===== src/hw/fetch_pkg.sv =====
package fetch_pkg;

    // one queue slot, pc sits in the upper half
    typedef struct packed {
        logic [31:0] pc;
        logic [31:0] inst;
    } fetch_entry_t;

    // major opcode classes of rv32i
    typedef enum logic [3:0] {
        OP_LUI     = 4'd0,
        OP_AUIPC   = 4'd1,
        OP_JAL     = 4'd2,
        OP_JALR    = 4'd3,
        OP_BRANCH  = 4'd4,
        OP_LOAD    = 4'd5,
        OP_STORE   = 4'd6,
        OP_IMM     = 4'd7,
        OP_REG     = 4'd8,
        OP_FENCE   = 4'd9,
        OP_SYSTEM  = 4'd10,
        OP_ILLEGAL = 4'd15  // anything not listed above
    } opcode_e;

    // raw inst[6:0] values
    localparam logic [6:0] OPC_LUI    = 7'b0110111;
    localparam logic [6:0] OPC_AUIPC  = 7'b0010111;
    localparam logic [6:0] OPC_JAL    = 7'b1101111;
    localparam logic [6:0] OPC_JALR   = 7'b1100111;
    localparam logic [6:0] OPC_BRANCH = 7'b1100011;
    localparam logic [6:0] OPC_LOAD   = 7'b0000011;
    localparam logic [6:0] OPC_STORE  = 7'b0100011;
    localparam logic [6:0] OPC_IMM    = 7'b0010011;
    localparam logic [6:0] OPC_REG    = 7'b0110011;
    localparam logic [6:0] OPC_FENCE  = 7'b0001111;
    localparam logic [6:0] OPC_SYSTEM = 7'b1110011;

    // what decode hands to the back end
    typedef struct packed {
        logic [31:0] pc;
        logic [31:0] inst;
        opcode_e     op;
        logic [31:0] imm;   // sign extended per format
    } fetch_packet_t;

endpackage


===== src/hw/fetch_top.sv =====
`timescale 1ns/1ps

module fetch_top
import fetch_pkg::*;
#(
    parameter logic [31:0] RESET_PC    = 32'h0000_1000,
    parameter int unsigned QUEUE_DEPTH = 8
) (
    input  logic          clk,
    input  logic          arst_n,
    // instruction memory
    output logic [31:0]   imem_addr,
    output logic          imem_read,
    input  logic [31:0]   imem_rdata,
    input  logic          imem_resp,
    // back end
    input  logic          redirect_en,
    input  logic [31:0]   redirect_pc,
    input  logic          deq_req,
    output fetch_packet_t packet,
    output logic          packet_valid
);

    fetch_entry_t wr_entry;
    fetch_entry_t rd_entry;
    logic         wr_en;
    logic         rd_en;
    logic         flush;
    logic         empty;
    logic         full;
    logic         jal_redirect;
    logic [31:0]  jal_target;

    // producer, one read at a time
    pc_gen #(
        .RESET_PC (RESET_PC)
    ) i_pc_gen (
        .clk          (clk),
        .arst_n       (arst_n),
        .redirect_en  (redirect_en),
        .redirect_pc  (redirect_pc),
        .jal_redirect (jal_redirect),
        .jal_target   (jal_target),
        .queue_full   (full),
        .imem_addr    (imem_addr),
        .imem_read    (imem_read),
        .imem_rdata   (imem_rdata),
        .imem_resp    (imem_resp),
        .wr_entry     (wr_entry),
        .wr_en        (wr_en),
        .flush        (flush)
    );

    inst_queue #(
        .QUEUE_DEPTH (QUEUE_DEPTH)
    ) i_inst_queue (
        .clk      (clk),
        .arst_n   (arst_n),
        .flush    (flush),
        .wr_en    (wr_en),
        .wr_entry (wr_entry),
        .rd_en    (rd_en),
        .rd_entry (rd_entry),
        .empty    (empty),
        .full     (full)
    );

    // consumer, pops on deq_req
    predecode i_predecode (
        .clk          (clk),
        .arst_n       (arst_n),
        .flush        (flush),
        .deq_req      (deq_req),
        .empty        (empty),
        .rd_entry     (rd_entry),
        .rd_en        (rd_en),
        .packet       (packet),
        .packet_valid (packet_valid),
        .jal_redirect (jal_redirect),
        .jal_target   (jal_target)
    );

endmodule


===== src/hw/inst_queue.sv =====
`timescale 1ns/1ps

module inst_queue
import fetch_pkg::*;
#(
    parameter int unsigned QUEUE_DEPTH = 8   // power of two, at least 2
) (
    input  logic         clk,
    input  logic         arst_n,
    input  logic         flush,
    input  logic         wr_en,
    input  fetch_entry_t wr_entry,
    input  logic         rd_en,
    output fetch_entry_t rd_entry,
    output logic         empty,
    output logic         full
);

    localparam int unsigned AW = $clog2(QUEUE_DEPTH);

    // extra msb is the wrap bit
    logic [AW:0]  wr_ptr;
    logic [AW:0]  rd_ptr;
    logic         do_wr;
    logic         do_rd;
    fetch_entry_t mem [QUEUE_DEPTH];

    // flush wins over both sides
    assign do_wr = wr_en && !full && !flush;
    assign do_rd = rd_en && !empty && !flush;

    // same slot, wrap bits tell full from empty
    assign empty = (wr_ptr == rd_ptr);
    assign full  = (wr_ptr[AW] != rd_ptr[AW]) &&
                   (wr_ptr[AW-1:0] == rd_ptr[AW-1:0]);

    // head is always visible
    assign rd_entry = mem[rd_ptr[AW-1:0]];

    always_ff @(posedge clk or negedge arst_n) begin
        if (!arst_n) begin
            wr_ptr <= '0;
        end else if (flush) begin
            wr_ptr <= '0;
        end else if (do_wr) begin
            wr_ptr <= wr_ptr + 1'b1;
        end
    end

    always_ff @(posedge clk or negedge arst_n) begin
        if (!arst_n) begin
            rd_ptr <= '0;
        end else if (flush) begin
            rd_ptr <= '0;   // both back to slot 0, queue empty
        end else if (do_rd) begin
            rd_ptr <= rd_ptr + 1'b1;
        end
    end

    // storage
    always_ff @(posedge clk) begin
        if (do_wr) begin
            mem[wr_ptr[AW-1:0]] <= wr_entry;
        end
    end

endmodule


===== src/hw/pc_gen.sv =====
`timescale 1ns/1ps

module pc_gen
import fetch_pkg::*;
#(
    parameter logic [31:0] RESET_PC = 32'h0000_1000
) (
    input  logic         clk,
    input  logic         arst_n,
    input  logic         redirect_en,   // mispredict from back end
    input  logic [31:0]  redirect_pc,
    input  logic         jal_redirect,  // early redirect from predecode
    input  logic [31:0]  jal_target,
    input  logic         queue_full,
    output logic [31:0]  imem_addr,
    output logic         imem_read,
    input  logic [31:0]  imem_rdata,
    input  logic         imem_resp,
    output fetch_entry_t wr_entry,
    output logic         wr_en,
    output logic         flush
);

    typedef enum logic [1:0] {
        FETCH_IDLE,
        FETCH_WAIT,   // read outstanding, response wanted
        FETCH_DROP    // read outstanding, response is wrong path
    } fetch_state_e;

    fetch_state_e state, state_next;
    logic [31:0]  pc;

    // either redirect kills everything younger
    assign flush = redirect_en | jal_redirect;

    // pc only moves on resp or redirect, both of which leave WAIT,
    // so the address holds for the whole request
    assign imem_addr = pc;
    assign imem_read = (state == FETCH_WAIT);

    assign wr_en    = (state == FETCH_WAIT) && imem_resp && !flush;
    assign wr_entry = '{pc: pc, inst: imem_rdata};

    always_comb begin
        state_next = state;
        case (state)
            FETCH_IDLE: begin
                if (!flush && !queue_full) state_next = FETCH_WAIT;
            end
            FETCH_WAIT: begin
                if (imem_resp) state_next = FETCH_IDLE;   // taken or dropped in place
                else if (flush) state_next = FETCH_DROP;
            end
            FETCH_DROP: begin
                if (imem_resp) state_next = FETCH_IDLE;   // stale word eaten
            end
            default: state_next = FETCH_IDLE;
        endcase
    end

    always_ff @(posedge clk or negedge arst_n) begin
        if (!arst_n) begin
            state <= FETCH_IDLE;
        end else begin
            state <= state_next;
        end
    end

    // external redirect wins over jal
    always_ff @(posedge clk or negedge arst_n) begin
        if (!arst_n) begin
            pc <= RESET_PC;
        end else if (redirect_en) begin
            pc <= redirect_pc;
        end else if (jal_redirect) begin
            pc <= jal_target;
        end else if (wr_en) begin
            pc <= pc + 32'd4;   // next sequential word
        end
    end

endmodule


===== src/hw/predecode.sv =====
`timescale 1ns/1ps

module predecode
import fetch_pkg::*;
(
    input  logic          clk,
    input  logic          arst_n,
    input  logic          flush,
    input  logic          deq_req,
    input  logic          empty,
    input  fetch_entry_t  rd_entry,
    output logic          rd_en,
    output fetch_packet_t packet,
    output logic          packet_valid,
    output logic          jal_redirect,
    output logic [31:0]   jal_target
);

    opcode_e     op_dec;
    logic [31:0] imm_dec;
    logic [31:0] inst;

    assign inst = rd_entry.inst;

    // hold off popping while the jal flush is in flight
    assign rd_en = deq_req && !empty && !jal_redirect;

    // opcode class
    always_comb begin
        case (inst[6:0])
            OPC_LUI:    op_dec = OP_LUI;
            OPC_AUIPC:  op_dec = OP_AUIPC;
            OPC_JAL:    op_dec = OP_JAL;
            OPC_JALR:   op_dec = OP_JALR;
            OPC_BRANCH: op_dec = OP_BRANCH;
            OPC_LOAD:   op_dec = OP_LOAD;
            OPC_STORE:  op_dec = OP_STORE;
            OPC_IMM:    op_dec = OP_IMM;
            OPC_REG:    op_dec = OP_REG;
            OPC_FENCE:  op_dec = OP_FENCE;
            OPC_SYSTEM: op_dec = OP_SYSTEM;
            default:    op_dec = OP_ILLEGAL;
        endcase
    end

    // immediate by format
    always_comb begin
        case (op_dec)
            OP_JALR, OP_LOAD, OP_IMM, OP_SYSTEM:           // I
                imm_dec = {{20{inst[31]}}, inst[31:20]};
            OP_STORE:                                      // S
                imm_dec = {{20{inst[31]}}, inst[31:25], inst[11:7]};
            OP_BRANCH:                                     // B
                imm_dec = {{19{inst[31]}}, inst[31], inst[7],
                           inst[30:25], inst[11:8], 1'b0};
            OP_LUI, OP_AUIPC:                              // U
                imm_dec = {inst[31:12], 12'b0};
            OP_JAL:                                        // J
                imm_dec = {{11{inst[31]}}, inst[31], inst[19:12],
                           inst[20], inst[30:21], 1'b0};
            default:
                imm_dec = '0;   // reg, fence, illegal
        endcase
    end

    // control, a pop during flush is dropped
    always_ff @(posedge clk or negedge arst_n) begin
        if (!arst_n) begin
            packet_valid <= 1'b0;
            jal_redirect <= 1'b0;
        end else begin
            packet_valid <= rd_en && !flush;
            jal_redirect <= rd_en && !flush && (op_dec == OP_JAL);
        end
    end

    // payload
    always_ff @(posedge clk) begin
        if (rd_en) begin
            packet <= '{pc: rd_entry.pc, inst: inst, op: op_dec, imm: imm_dec};
        end
    end

    // only meaningful while jal_redirect is up
    assign jal_target = packet.pc + packet.imm;

endmodule


===== config.mk =====
export PLATFORM = sky130hd
export DESIGN_NAME = fetch_top
export DESIGN_NICKNAME = d
export VERILOG_FILES = /design/src/hw/fetch_pkg.sv /design/src/hw/fetch_top.sv /design/src/hw/inst_queue.sv /design/src/hw/pc_gen.sv /design/src/hw/predecode.sv
export SDC_FILE = /design/constraint.sdc
export NUM_CORES = 1
export LEC_CHECK = 0
export ABC_AREA = 1
export BUFFER_PORTS_ARGS = -buffer_cell sky130_fd_sc_hd__buf_4
export CAP_MARGIN = 20
export CORE_ASPECT_RATIO = 1.1
export CORE_MARGIN = 8
export CORE_UTILIZATION = 55
export DETAILED_ROUTE_END_ITERATION = 7
export PLACE_DENSITY = 0.78
export SLEW_MARGIN = 0
export SYNTH_ARGS = -nofsm -noshare
export SYNTH_HDL_FRONTEND = slang
export SYNTH_SLANG_ARGS = --single-unit

===== constraint.sdc =====
create_clock -name clk -period 6.41 [get_ports clk]
set_input_delay 0.641 -clock clk [delete_from_list [all_inputs] [get_ports clk]]
set_output_delay 0.641 -clock clk [all_outputs]
set_load 0.02 [all_outputs]

==> results.md <==
- Initial Util: 0.551
- Avg Cell Area, Syn: 10.4 um2
- Setup violators final: 0
- #FFs+latches synth: 656
- # placed instances: 3601
- Lkg Pwr: 0.0133 uW
- Maximum VDD drop: 317 uV
- Leading cell types in the layout, fill and taps excluded: nand2_1, edfxtp_1, nor2_1
- Power per cell area: 389 nW/um2
- Post-CTS sizing: 0
- Worst path required time: 6.78 ns
- Final GP Congestion: 0.959
- Via count: 21.9k
- Mapped Cells: 2818
- Post-cts hold buffer count: 0
- Most common cell after layout, fill and taps aside: nand2_1
- Final nets: 3088
- Ys flop type: edfxtp_1
- Post-synth EDFFs: 612
- I/O Buffers: 202
- Yosys Warn Count: 0
- Period utilization: 0.667
- Worst hold path type: in -> async
- R2R depth: 10
- Area of the multi-input gates: 8520 um2
- 1st-pass router iterations: 7
- Clock tree buffer depth: 3
- CP max FO: 73
- Final setup TNS: 0 ns
- Die height: 258 um
- Area of the mapped netlist: 29300 um2
- CTS tree: done
- Critical path arrival: 4.65 ns
- Post-DP HPWL: 54800 um
- RSZ-0062 raised after global routing: no
- Sequential Area: 19500 um2
- Worst Skew: 0.0222 ns
- R2R Path Start: i_inst_queue.rd_ptr[1]
- Full die area: 61000 um2
- Outcome: finished, final reports clean
- Initial antenna violation count: 3
- Clock-pin slew on the worst setup and hold paths: 0.07 ns
- Drt total wl: 84200 um
- Largest net degree at the start of global routing: 149
- Critical path class: reg -> reg
- FILL cells: 4049
- Die W: 236 um
- Share of layout cells above drive strength 1: 0.126
- R2r endpoint: i_predecode.packet[26]
- Clock latency on the worst-skew pair: 0.63 ns
- Period minus WS final: 4.28 ns
- Clock root buffer: clkbuf_16
- Slew HR: 0.226
- Register area share after synthesis: 0.664
- Post-DRT Antenna Nets: 0
- Fin. Hold Viols: 0
- Tot Pwr: 13100 uW
- Crit. End Element: register
- Fraction of registers with async set/reset: 0.0671
- Wire per inst: 22.7 um
- DRC: 0
- Clock Sinks: 656
- Max Slew Vio Count: 0
- Vias per std cell: 5.88
- 1st-iter DRT viols: 2362
- Number of global-route vias before repair: 21.3k
- N_diodes: 0
- Tot GR Track Use: 0.269
- Core area: 53200 um2
- Site row count: 89
- Startpoint Class: register
- Fmax: 0.234 GHz
- Synth Net Count: 2922
- Cell variety after synth: 46
- Max_cap viols: 0
- Cts bufs inserted: 61
- Worst-margin pin slew: 1.16 ns
- Gr ovfl total: 0
- Setup Buffers After CTS: 0
- Reg2reg setup slack: 2.13 ns
- Io pins: 203
- Synthesis-to-finish area growth: 14.5%
- First-pass GRT wire length: 127000 um
- H-tree Lvls: 2
- Final non-filler cell total: 3718
==> cells in the mapped netlist (2+ instances only) <==
master | count | share of area
nor2_1 | 481 | 0.062
o211ai_1 | 2 | 0.00051
a31oi_1 | 33 | 0.0070
xor2_1 | 18 | 0.0054
a21oi_1 | 65 | 0.011
nand2_2 | 20 | 0.0043
buf_1 | 12 | 0.0015
edfxtp_1 | 612 | 0.63
a21o_1 | 6 | 0.0015
nor2_4 | 4 | 0.0015
inv_2 | 2 | 0.00026
o21ai_1 | 11 | 0.0019
xnor2_1 | 5 | 0.0015
nand2_4 | 5 | 0.0019
dfrtp_1 | 43 | 0.037
o21bai_1 | 3 | 0.00077
buf_2 | 28 | 0.0048
buf_4 | 10 | 0.0026
ha_1 | 34 | 0.014
and3_1 | 2 | 0.00043
buf_6 | 8 | 0.0031
nand3_1 | 98 | 0.017
nand2_1 | 637 | 0.081
o21ai_0 | 261 | 0.045
a21boi_0 | 6 | 0.0015
clkbuf_1 | 65 | 0.0083
and2_1 | 2 | 0.00043
nor3_1 | 23 | 0.0039
nand4_1 | 10 | 0.0021
nor2_2 | 2 | 0.00043
nand3b_1 | 10 | 0.0026
o22ai_1 | 88 | 0.019
inv_1 | 199 | 0.025
==> final cells by class <==
| type | count | area share |
|---|---|---|
| Inverter | 205 | 0.0234 |
| Multi-Input combinational cell | 1832 | 0.253 |
| Sequential cell | 656 | 0.580 |
| Clock inverter | 47 | 0.0159 |
| Timing Repair Buffer | 228 | 0.0546 |
| Tap cell | 682 | 0.0254 |
| Clock buffer | 68 | 0.0475 |
==> where the power goes <==
group / switching [uW] / internal [uW]
Clock: 1630 / 2180
Sequential: 578 / 5240
Combinational: 2370 / 1080
Total: 4580 / 8500
==> layer usage <==
metal  routed length, um  GRT usage  vias up
li1                    -          -     9981
met1               31300      0.330    10484
met2               41300      0.455     1136
met3                7130     0.0527      246
met4                4460      0.133        6
met5                  40          0        -
==> kinds of logic after synthesis <==
group | count (synthesis) | synth area share
AND/OR/NAND/NOR | 1298 | 0.178
flip-flops | 656 | 0.664
AO/OA/AOI/OAI | 476 | 0.0879
buffers and inverters | 330 | 0.0478
adder cells (fa/ha/maj) | 35 | 0.0152
XOR/XNOR | 23 | 0.00687
==> stage by stage <==
stage                     instance area (um2)  setup slack (ns)   util  hold slack, ns
after global routing                    33600              1.86  0.631          0.0837
after floorplan                         29300            -0.110      -           0.345
final                                   33600              2.13  0.631          0.0608
after CTS                               33600              2.18  0.630          0.0617
after detailed placement                31400              2.21  0.590           0.546
after global placement                  31400              2.28  0.590           0.511
==> worst max-delay path by stage <==
| stage | from | endpoint |
|---|---|---|
| finish | i_inst_queue.rd_ptr[1] | i_predecode.packet[26] |
| global route | i_inst_queue.rd_ptr[1] | i_predecode.packet[24] |
| CTS | i_inst_queue.rd_ptr[1] | i_predecode.packet[26] |
| detailed placement | i_inst_queue.rd_ptr[1] | i_predecode.packet[16] |
| global placement | i_inst_queue.rd_ptr[1] | i_predecode.packet[29] |
| floorplan | redirect_en | i_inst_queue.mem[2][0] |
==> flip-flops by register name, summed over array words and instances, names as in the netlist <==
name / flops
i_predecode.jal_redirect: 1
i_inst_queue.rd_ptr: 4
i_inst_queue.wr_ptr: 4
i_inst_queue.mem: 512
i_predecode.packet: 100
i_pc_gen.imem_addr: 32
i_predecode.packet_valid: 1
i_pc_gen.state: 2
==> worst max-delay path, cell delays in order, from the launching register on <==
cell and delay [ns]:
dfrtp_4 0.92, clkinv_2 0.97, buf_4 0.71, o21ai_0 0.20, o22ai_1 0.10, nand2_1 0.11
nand2_4 0.10, nand2_1 0.11, nand2_1 0.37, nor2_1 0.28, nand2_1 0.08
Note: power is estimated with default switching activity, not from simulation.
